File: src/source/uart_line_pkg.sv
// Serial timing is fixed when the design is built, and both line ends assume 8N1 at cycles_per_bit clocks per bit.
`default_nettype none

package uart_line_pkg;

  // Clock cycles in one serial bit.
  // The receiver samples each bit near its middle.
  localparam int cycles_per_bit = 8;

  // Stop bits sent after the real stop bit, so that a far receiver can resync.
  localparam int extra_stop_bits = 7;

  // Data bits per byte, sent least significant first.
  localparam int data_bits = 8;

  // Start bit, eight data bits and one stop bit, then the idle tail.
  localparam int tx_bits_per_byte = 10 + extra_stop_bits;

  // Bit times of idle line that end a partial frame in the decoder.
  localparam int line_idle_bits = 2;
  localparam int line_idle_cycles = line_idle_bits * cycles_per_bit;

  // A reply is two bytes, and each one is counted with its full stop tail.
  localparam int reply_cycles = 2 * tx_bits_per_byte * cycles_per_bit;

  typedef logic [data_bits-1:0]                  uart_byte_t;
  typedef logic [$clog2(data_bits)-1:0]          bit_index_t;
  typedef logic [$clog2(cycles_per_bit)-1:0]     bit_cycle_t;
  typedef logic [$clog2(tx_bits_per_byte)-1:0]   tx_cursor_t;
  typedef logic [$clog2(line_idle_cycles+1)-1:0] idle_count_t;
  typedef logic [$clog2(reply_cycles)-1:0]       reply_count_t;

  localparam bit_cycle_t bit_cycle_max = bit_cycle_t'(cycles_per_bit - 1);
  // Start bit sample point, counted from the cycle after the edge is seen.
  // Two cycles are taken off for the synchronizer and the edge detector.
  localparam bit_cycle_t bit_cycle_mid = bit_cycle_t'(cycles_per_bit / 2 - 2);
  localparam bit_index_t bit_index_max = bit_index_t'(data_bits - 1);
  localparam tx_cursor_t tx_cursor_max = tx_cursor_t'(tx_bits_per_byte - 1);
  localparam tx_cursor_t tx_cursor_tail = tx_cursor_t'(extra_stop_bits);
  localparam idle_count_t idle_count_max = idle_count_t'(line_idle_cycles);
  localparam reply_count_t reply_count_max = reply_count_t'(reply_cycles - 1);

endpackage

`default_nettype wire

File: src/source/cmd_pkg.sv
// Frames are opcode, operand A, operand B with no checksum, and only the five listed opcodes are legal.
`default_nettype none

package cmd_pkg;

  // Width of one operand and of the ALU result byte.
  localparam int operand_bits = 8;

  typedef logic [operand_bits-1:0] operand_t;
  // The ALU works one bit wider so that carry and borrow fall out of the sum.
  typedef logic [operand_bits:0]   alu_wide_t;

  typedef enum logic [operand_bits-1:0] {
    OP_ADD  = 8'h01,
    OP_SUB  = 8'h02,
    OP_AND  = 8'h03,
    OP_XOR  = 8'h04,
    OP_PASS = 8'h05
  } opcode_e;

  // One complete command as it leaves the decoder.
  typedef struct packed {
    opcode_e  opcode;
    operand_t operand_a;
    operand_t operand_b;
    logic     illegal;
  } cmd_frame_t;

  typedef struct packed {
    logic carry;
    logic zero;
    logic illegal;
    logic overrun;
  } alu_flags_t;

  typedef struct packed {
    operand_t   result;
    alu_flags_t flags;
  } exec_result_t;

  // Second reply byte, with the zero flag in bit 0.
  typedef struct packed {
    logic [3:0] reserved;
    logic       overrun;
    logic       illegal;
    logic       carry;
    logic       zero;
  } status_byte_t;

  // True for any opcode byte that names one of the ALU operations.
  function automatic logic opcode_legal(input operand_t code);
    logic legal;
    case (code)
      OP_ADD, OP_SUB, OP_AND, OP_XOR, OP_PASS: legal = 1'b1;
      default: legal = 1'b0;
    endcase
    return legal;
  endfunction

endpackage

`default_nettype wire

File: src/source/uart_rx.sv
// Receives 8N1 only, with no parity or break detection, and a low stop bit discards the byte.
`default_nettype none
`timescale 1ns/10ps

module uart_rx (
  input  logic                      clk,
  input  logic                      rst_n,
  input  logic                      i_rx,
  output uart_line_pkg::uart_byte_t o_byte,
  output logic                      o_byte_valid,
  output logic                      o_frame_err,
  output logic                      o_line_idle
);
  import uart_line_pkg::*;

  typedef enum logic [1:0] {IDLE, START, DATA, STOP} state_e;

  state_e      state;
  logic        rx_meta;
  logic        rx_sync;
  logic        rx_prev;
  bit_cycle_t  cycle;
  bit_index_t  bit_idx;
  idle_count_t idle_count;
  logic        bit_done;

  // The line is asynchronous to clk, so it passes two flops first.
  // The third flop keeps the previous level for falling edge detection.
  always_ff @(posedge clk or negedge rst_n) begin
    if (!rst_n) begin
      rx_meta <= 1'b1;
      rx_sync <= 1'b1;
      rx_prev <= 1'b1;
    end else begin
      rx_meta <= i_rx;
      rx_sync <= rx_meta;
      rx_prev <= rx_sync;
    end
  end

  // After the start bit, every bit is sampled one full bit time after the last one.
  assign bit_done = (cycle == bit_cycle_max);

  always_ff @(posedge clk or negedge rst_n) begin
    if (!rst_n) begin
      state        <= IDLE;
      cycle        <= '0;
      bit_idx      <= '0;
      o_byte_valid <= 1'b0;
      o_frame_err  <= 1'b0;
    end else begin
      o_byte_valid <= 1'b0;
      o_frame_err  <= 1'b0;
      cycle        <= bit_done ? '0 : cycle + 1'b1;
      case (state)
        IDLE: begin
          cycle <= '0;
          // Only a falling edge starts a byte, so a line stuck low after a bad stop waits.
          if (rx_prev && !rx_sync) begin
            state <= START;
          end
        end
        START: begin
          if (cycle == bit_cycle_mid) begin
            cycle   <= '0;
            bit_idx <= '0;
            // A start bit that is high again at mid-bit was a glitch.
            state   <= rx_sync ? IDLE : DATA;
          end
        end
        DATA: begin
          if (bit_done) begin
            bit_idx <= bit_idx + 1'b1;
            if (bit_idx == bit_index_max) begin
              state <= STOP;
            end
          end
        end
        STOP: begin
          if (bit_done) begin
            // A good stop bit releases the byte, and a low one only reports the error.
            o_byte_valid <= rx_sync;
            o_frame_err  <= !rx_sync;
            state        <= IDLE;
          end
        end
        default: state <= IDLE;
      endcase
    end
  end

  // Data arrives least significant bit first, so it shifts in from the top.
  always_ff @(posedge clk) begin
    if (state == DATA && bit_done) begin
      o_byte <= {rx_sync, o_byte[data_bits-1:1]};
    end
  end

  // Counts idle high cycles and fires once when the line has been quiet long enough.
  always_ff @(posedge clk or negedge rst_n) begin
    if (!rst_n) begin
      idle_count  <= '0;
      o_line_idle <= 1'b0;
    end else begin
      o_line_idle <= 1'b0;
      if (state != IDLE || !rx_sync) begin
        idle_count <= '0;
      end else if (idle_count != idle_count_max) begin
        idle_count <= idle_count + 1'b1;
        if (idle_count == idle_count_max - 1'b1) begin
          o_line_idle <= 1'b1;
        end
      end
    end
  end

endmodule

`default_nettype wire

File: src/source/uart_tx.sv
// Sends 8N1 plus extra_stop_bits idle bits per byte, and a byte is taken on any cycle where o_cts and i_req are both high.
`default_nettype none
`timescale 1ns/10ps

module uart_tx (
  input  logic                      clk,
  input  logic                      rst_n,
  input  uart_line_pkg::uart_byte_t i_data,
  input  logic                      i_req,
  output logic                      o_serial,
  output logic                      o_cts,
  output logic                      o_idle
);
  import uart_line_pkg::*;

  // Cycles left in the current bit, counting down.
  bit_cycle_t cycle;
  // Bits left in the current byte, counting down from the start bit.
  tx_cursor_t cursor;
  // Start bit in bit 0 and the data above it.
  logic [data_bits:0] buffer;

  always_comb begin
    o_serial = buffer[0];
    // The next byte may start on the last cycle of the stop bit or anywhere in the tail.
    o_cts    = ((cursor == tx_cursor_tail) && (cycle == '0)) || (cursor < tx_cursor_tail);
    o_idle   = (cursor == '0) && (cycle == '0);
  end

  always_ff @(posedge clk or negedge rst_n) begin
    if (!rst_n) begin
      cycle  <= '0;
      cursor <= '0;
      buffer <= '1;
    end else begin
      if (o_cts && i_req) begin
        // New byte. The start bit goes out from the next cycle.
        cycle  <= bit_cycle_max;
        cursor <= tx_cursor_max;
        buffer <= {i_data, 1'b0};
      end else if (cycle != '0) begin
        cycle <= cycle - 1'b1;
      end else if (cursor != '0) begin
        // Next bit.
        // Ones fill in from the top and become the stop bits.
        cycle  <= bit_cycle_max;
        cursor <= cursor - 1'b1;
        buffer <= {1'b1, buffer[data_bits:1]};
      end
    end
  end

endmodule

`default_nettype wire

File: src/source/cmd_decode.sv
// Takes bytes in the order opcode, operand A, operand B, and only a line idle strobe realigns a broken frame.
`default_nettype none
`timescale 1ns/10ps

module cmd_decode (
  input  logic                      clk,
  input  logic                      rst_n,
  input  uart_line_pkg::uart_byte_t i_byte,
  input  logic                      i_byte_valid,
  input  logic                      i_line_idle,
  output cmd_pkg::cmd_frame_t       o_frame,
  output logic                      o_frame_valid
);
  import cmd_pkg::*;

  typedef enum logic [1:0] {OPCODE, OPERAND_A, OPERAND_B} pos_e;

  // Position of the next expected byte within the frame.
  pos_e pos;

  always_ff @(posedge clk or negedge rst_n) begin
    if (!rst_n) begin
      pos           <= OPCODE;
      o_frame_valid <= 1'b0;
    end else begin
      o_frame_valid <= 1'b0;
      if (i_line_idle) begin
        // A quiet line in mid-frame means the host gave up on it.
        pos <= OPCODE;
      end else if (i_byte_valid) begin
        case (pos)
          OPCODE:    pos <= OPERAND_A;
          OPERAND_A: pos <= OPERAND_B;
          OPERAND_B: begin
            pos           <= OPCODE;
            o_frame_valid <= 1'b1;
          end
          default:   pos <= OPCODE;
        endcase
      end
    end
  end

  // Each byte lands in its field as it arrives.
  // The frame is complete and stable when o_frame_valid rises.
  always_ff @(posedge clk) begin
    if (i_byte_valid) begin
      case (pos)
        OPCODE: begin
          o_frame.opcode <= opcode_e'(i_byte);
        end
        OPERAND_A: begin
          o_frame.operand_a <= i_byte;
        end
        OPERAND_B: begin
          o_frame.operand_b <= i_byte;
          // Classified once the frame is whole.
          o_frame.illegal   <= !opcode_legal(o_frame.opcode);
        end
        default: begin
          o_frame.illegal <= 1'b1;
        end
      endcase
    end
  end

endmodule

`default_nettype wire

File: src/source/cmd_execute.sv
// Eight-bit ALU with one cycle of latency, and an illegal frame always gives a zero result.
`default_nettype none
`timescale 1ns/10ps

module cmd_execute (
  input  logic                  clk,
  input  logic                  rst_n,
  input  cmd_pkg::cmd_frame_t   i_frame,
  input  logic                  i_frame_valid,
  output cmd_pkg::exec_result_t o_result,
  output logic                  o_result_valid
);
  import cmd_pkg::*;

  alu_wide_t alu;

  // The top bit is the ADD carry, or the SUB borrow when operand A is below operand B.
  // The logic operations never set it.
  always_comb begin
    case (i_frame.opcode)
      OP_ADD:  alu = {1'b0, i_frame.operand_a} + {1'b0, i_frame.operand_b};
      OP_SUB:  alu = {1'b0, i_frame.operand_a} - {1'b0, i_frame.operand_b};
      OP_AND:  alu = {1'b0, i_frame.operand_a & i_frame.operand_b};
      OP_XOR:  alu = {1'b0, i_frame.operand_a ^ i_frame.operand_b};
      OP_PASS: alu = {1'b0, i_frame.operand_a};
      default: alu = '0;
    endcase
    if (i_frame.illegal) begin
      alu = '0;
    end
  end

  always_ff @(posedge clk) begin
    if (i_frame_valid) begin
      o_result.result        <= alu[operand_bits-1:0];
      o_result.flags.carry   <= alu[operand_bits];
      o_result.flags.zero    <= (alu[operand_bits-1:0] == '0);
      o_result.flags.illegal <= i_frame.illegal;
      // Overrun is only known in the reply stage.
      o_result.flags.overrun <= 1'b0;
    end
  end

  always_ff @(posedge clk or negedge rst_n) begin
    if (!rst_n) begin
      o_result_valid <= 1'b0;
    end else begin
      o_result_valid <= i_frame_valid;
    end
  end

endmodule

`default_nettype wire

File: src/source/resp_result.sv
// Holds one reply only, for its full two-byte line time, and drops any result that arrives in that window.
`default_nettype none
`timescale 1ns/10ps

module resp_result (
  input  logic                      clk,
  input  logic                      rst_n,
  input  cmd_pkg::exec_result_t     i_result,
  input  logic                      i_result_valid,
  input  logic                      i_cts,
  output uart_line_pkg::uart_byte_t o_tx_data,
  output logic                      o_tx_req,
  output logic                      o_overrun
);
  import uart_line_pkg::*;
  import cmd_pkg::*;

  typedef enum logic [1:0] {IDLE, SEND_RESULT, SEND_STATUS} state_e;

  state_e       state;
  exec_result_t held;
  status_byte_t status;
  reply_count_t reply_left;
  logic         status_sent;
  logic         overrun_sticky;
  logic         busy;
  logic         accept;

  assign busy   = (state != IDLE);
  // The transmitter takes the byte on any cycle where both strobes are high.
  assign accept = o_tx_req && i_cts;

  always_comb begin
    status.reserved = '0;
    status.overrun  = held.flags.overrun | overrun_sticky;
    status.illegal  = held.flags.illegal;
    status.carry    = held.flags.carry;
    status.zero     = held.flags.zero;
  end

  assign o_tx_req  = (state == SEND_RESULT) || (state == SEND_STATUS && !status_sent);
  assign o_tx_data = (state == SEND_RESULT) ? held.result : status;

  always_ff @(posedge clk) begin
    if (i_result_valid && !busy) begin
      held <= i_result;
    end
  end

  always_ff @(posedge clk or negedge rst_n) begin
    if (!rst_n) begin
      state          <= IDLE;
      reply_left     <= '0;
      status_sent    <= 1'b0;
      overrun_sticky <= 1'b0;
      o_overrun      <= 1'b0;
    end else begin
      o_overrun <= i_result_valid && busy;
      // A new drop wins over the clear, since the accepted status did not carry it.
      if (i_result_valid && busy) begin
        overrun_sticky <= 1'b1;
      end else if (state == SEND_STATUS && accept) begin
        overrun_sticky <= 1'b0;
      end
      case (state)
        IDLE: begin
          if (i_result_valid) begin
            state <= SEND_RESULT;
          end
        end
        SEND_RESULT: begin
          if (accept) begin
            state       <= SEND_STATUS;
            reply_left  <= reply_count_max;
            status_sent <= 1'b0;
          end
        end
        SEND_STATUS: begin
          // Stays busy until both bytes and their stop tails have had their time.
          if (accept) begin
            status_sent <= 1'b1;
          end
          if (reply_left == '0) begin
            state <= IDLE;
          end else begin
            reply_left <= reply_left - 1'b1;
          end
        end
        default: state <= IDLE;
      endcase
    end
  end

endmodule

`default_nettype wire

File: src/source/uart_cmd_top.sv
// One serial port in and one out, and a single reply in flight at a time.
`default_nettype none
`timescale 1ns/10ps

module uart_cmd_top (
  input  logic clk,
  input  logic rst_n,
  input  logic i_rx,
  output logic o_tx,
  output logic o_tx_idle,
  output logic o_frame_err,
  output logic o_overrun
);
  import uart_line_pkg::*;
  import cmd_pkg::*;

  uart_byte_t   rx_byte;
  logic         rx_byte_valid;
  logic         rx_line_idle;
  cmd_frame_t   frame;
  logic         frame_valid;
  exec_result_t result;
  logic         result_valid;
  uart_byte_t   tx_data;
  logic         tx_req;
  logic         tx_cts;

  // Line to bytes.
  uart_rx u_rx (
    .clk          (clk),
    .rst_n        (rst_n),
    .i_rx         (i_rx),
    .o_byte       (rx_byte),
    .o_byte_valid (rx_byte_valid),
    .o_frame_err  (o_frame_err),
    .o_line_idle  (rx_line_idle)
  );

  // Bytes to frames.
  cmd_decode u_decode (
    .clk           (clk),
    .rst_n         (rst_n),
    .i_byte        (rx_byte),
    .i_byte_valid  (rx_byte_valid),
    .i_line_idle   (rx_line_idle),
    .o_frame       (frame),
    .o_frame_valid (frame_valid)
  );

  cmd_execute u_execute (
    .clk            (clk),
    .rst_n          (rst_n),
    .i_frame        (frame),
    .i_frame_valid  (frame_valid),
    .o_result       (result),
    .o_result_valid (result_valid)
  );

  // The reply stage paces itself on the transmitter's clear-to-send.
  resp_result u_result (
    .clk            (clk),
    .rst_n          (rst_n),
    .i_result       (result),
    .i_result_valid (result_valid),
    .i_cts          (tx_cts),
    .o_tx_data      (tx_data),
    .o_tx_req       (tx_req),
    .o_overrun      (o_overrun)
  );

  uart_tx u_tx (
    .clk      (clk),
    .rst_n    (rst_n),
    .i_data   (tx_data),
    .i_req    (tx_req),
    .o_serial (o_tx),
    .o_cts    (tx_cts),
    .o_idle   (o_tx_idle)
  );

endmodule

`default_nettype wire

File: config.mk
export PLATFORM = sky130hd
export DESIGN_NAME = uart_cmd_top
export DESIGN_NICKNAME = d
export VERILOG_FILES = /design/src/source/uart_line_pkg.sv /design/src/source/cmd_pkg.sv /design/src/source/uart_rx.sv /design/src/source/uart_tx.sv /design/src/source/cmd_decode.sv /design/src/source/cmd_execute.sv /design/src/source/resp_result.sv /design/src/source/uart_cmd_top.sv
export SDC_FILE = /design/constraint.sdc
export NUM_CORES = 1
export LEC_CHECK = 0
export BUFFER_PORTS_ARGS = -buffer_cell sky130_fd_sc_hd__buf_2
export CAP_MARGIN = 20
export CORE_AREA = 2 2 126 152
export DETAILED_ROUTE_END_ITERATION = 7
export DIE_AREA = 0 0 128 154
export MAX_ROUTING_LAYER = met4
export PLACE_DENSITY = 0.42
export SLEW_MARGIN = 0
export SYNTH_ARGS = -nofsm -noshare
export SYNTH_HDL_FRONTEND = slang
export SYNTH_SLANG_ARGS = --single-unit
File: constraint.sdc
create_clock -name clk -period 4.02 [get_ports clk]
set_input_delay 0.402 -clock clk [delete_from_list [all_inputs] [get_ports clk]]
set_output_delay 0.402 -clock clk [all_outputs]
set_load 0.02 [all_outputs]
==> flow_summary.ini <==
[cts]
post-cts-setup-buffers = 0
cts-root-buf = clkbuf_16
cts_sinks = 109
numCtsBuffers = 9
clockBufferDepth = 2
insertion_delay_ps = 350
tritoncts = built
cts_max_level = 3
cts_hold_buf = 0
clk_pin_slew_worst_paths_ps = 70
cts_resized = 0

[floorplanning]
ioPinCount = 7
die_h_um = 154
core_area_um2 = 18110
die_area_um2 = 19710
die_x_um = 128
rows = 54
initial_core_util_pct = 29.75

[sta]
fin_skew_ps = 8.200
relSlewSlack_pct = 43.14
maxSlewViolCount = 0
period_share_pct = 90.40
tightestPinTransition_ps = 849.7
finalSetupViolations = 0
finalHoldViolations = 0
rsz0062_at_grt = false
whs_ps = 143.6
max_freq_ghz = 0.2752
period_needed_ps = 3634
setup_tns_ps = 0

[layout]
nNetsFinal = 530
final_cell_mix = edfxtp_1 (55), nand2_1 (48), nor2_1 (42), dfrtp_1 (42), ha_1 (38)
post-route-util_pct = 32.97
layout_commonest_cell = edfxtp_1
area_growth_syn_to_layout_pct = 10.85
final.fill_count = 1857
diodes = 0
layout-drive-gt1-share_pct = 9.736

[place]
portBuffers = 6
gp_congestion = 0.8059
hpwl_um = 7578

[worst_setup_path]
crit_chain = nor4_1 -> nand4b_1 -> a21o_1 -> fa_1 -> nand2b_1 -> a21oi_1 -> o31a_1 -> or4_1 -> o21ai_0 -> or4_1 -> nor3_1
critPathLaunchType = flip-flop
crit_top_cell = or4_1
cp_max_fo = 9
crit_type = reg2reg
critPathBufInv = 0
critPathTopFamily = simple AND/OR/NAND/NOR gates
crit_slowest_cell = or4_1
crit_required_ps = 4210
slowest_delay_ps = 530
arrival_ps = 3820
critPathCaptureType = flip-flop

[grt]
grt_overflow = 0
grt_usage_pct = 11.49
grt_max_degree = 55
grt_pass1_vias = 3481
grt_pass1_wl_um = 17350
antenna_found_initial = 0

[yosys]
yosysTopAreaCell = edfxtp_1
ys_types = 59
yosys_most_used_dff = edfxtp_1
synth_area_leaders = edfxtp_1 (31%), dfrtp_1 (20%), ha_1 (8.8%), dfstp_2 (5.9%), nand2_1 (3.3%)
synthCells = 478
synth-edff-count = 55
yosys_warnings = 0
synth-seq-cells = 109
async_reset_ff_share_pct = 49.54
avgSynthCellArea_um2 = 11.27
seq_area_frac_synth_pct = 56.03
syn-num-nets = 520
synth_top_area_share_pct = 30.66
syn_area_um2 = 5386

[route]
viasPerCell = 4.845
antenna_left = 0
wl_per_cell_um = 14.32
wirelength_um = 10270
drc_errors = 0
num_vias = 3474
drt-pass1-iter-count = 4
drt_iter0_drc = 125

[power_and_ir_drop]
irDropWorstVdd_uv = 187.2
p_leak_uw = 0.002374
finalPower_uw = 2679
power.density_nw_per_um2 = 448.6

[outcome]
run_status = finished clean

[run]
cap_violations = 0

[min_path]
holdCritPathClass = in2reg
sequential cells by signal (all words and copies together), names as in the netlist, 2 cells and up, named ones only:
register	count
u_decode.o_frame	25
u_decode.pos	2
u_execute.o_result	11
u_result.held	11
u_result.reply_left	9
u_result.state	2
u_rx.bit_idx	3
u_rx.cycle	3
u_rx.idle_count	5
u_rx.o_byte	8
u_tx.buffer	9
u_tx.cursor	5
u_tx.cycle	3
worst paths after layout:
check                                startpoint               endpoint  slack (ps)  cells after the start
setup / recovery           u_decode.o_frame[19]  u_execute.o_result[2]         390                     11
hold / removal                             i_rx           u_rx.rx_meta         140                      1
setup reg to reg           u_decode.o_frame[19]  u_execute.o_result[2]         390                     11
hold reg to reg                    u_rx.rx_meta           u_rx.rx_sync         360                      0
max in group asynchronous                 rst_n       u_rx.o_frame_err        3360                      2
min in group asynchronous                 rst_n         u_tx.cursor[4]         180                      2
stage by stage:
step	cells	instance area, um2	setup WS [ps]
2_1_floorplan	478	5386	795.5
3_3_place_gp	700	5673	479.2
3_5_place_dp	701	5678	382.2
4_1_cts	717	5971	367.1
5_1_grt	717	5971	94.48
6_report	717	5971	386.0
cell type report:
type,count,area (um2),share of cell area (%)
inverters,33,123.9,2.075
multi-input cells,325,2198,36.82
flip-flops and latches,109,3018,50.54
clock inverters,4,56.30,0.9430
repair buffers,10,57.56,0.9640
clock buffers,12,236.5,3.961
well taps,224,280.3,4.694
per-layer routing:
metal / track usage (%) / vias to the layer above / part of all wire [%]
met4: 4.814 / 0 / 1.9
met1: 13.36 / 1695 / 45
li1: - / 1734 / -
met2: 19.51 / 33 / 51
met5: - / - / 0
met3: 2.053 / 12 / 2.1
synthesized netlist by cell type (all sizes together) (7+ instances only):
library cell,number
o21ai,25
nor4,7
nor2b,9
xor2,11
ha,38
nand2,48
nand2b,9
xnor2,11
nor2,42
edfxtp,55
clkbuf,7
a21oi,23
dfstp,12
nor3,13
dfrtp,42
inv,33
nand3,11
power breakdown:
part / leakage [uW] / total, uW / internal (uW) / switching, uW
registers: 0.00117 / 1380 / 1290 / 85.4
logic: 0.00106 / 411 / 172 / 239
clock network: 0.000142 / 892 / 490 / 402
cell families after synthesis:
kind of cell	count (synthesis)	synth area share, %
fa+ha+maj	39	9.199
compound gates	86	10.66
simple gates	178	17.38
buf+inv	44	3.159
xor+xnor	22	3.577
flops	109	56.03
Note: power is estimated with default switching activity, not from simulation.
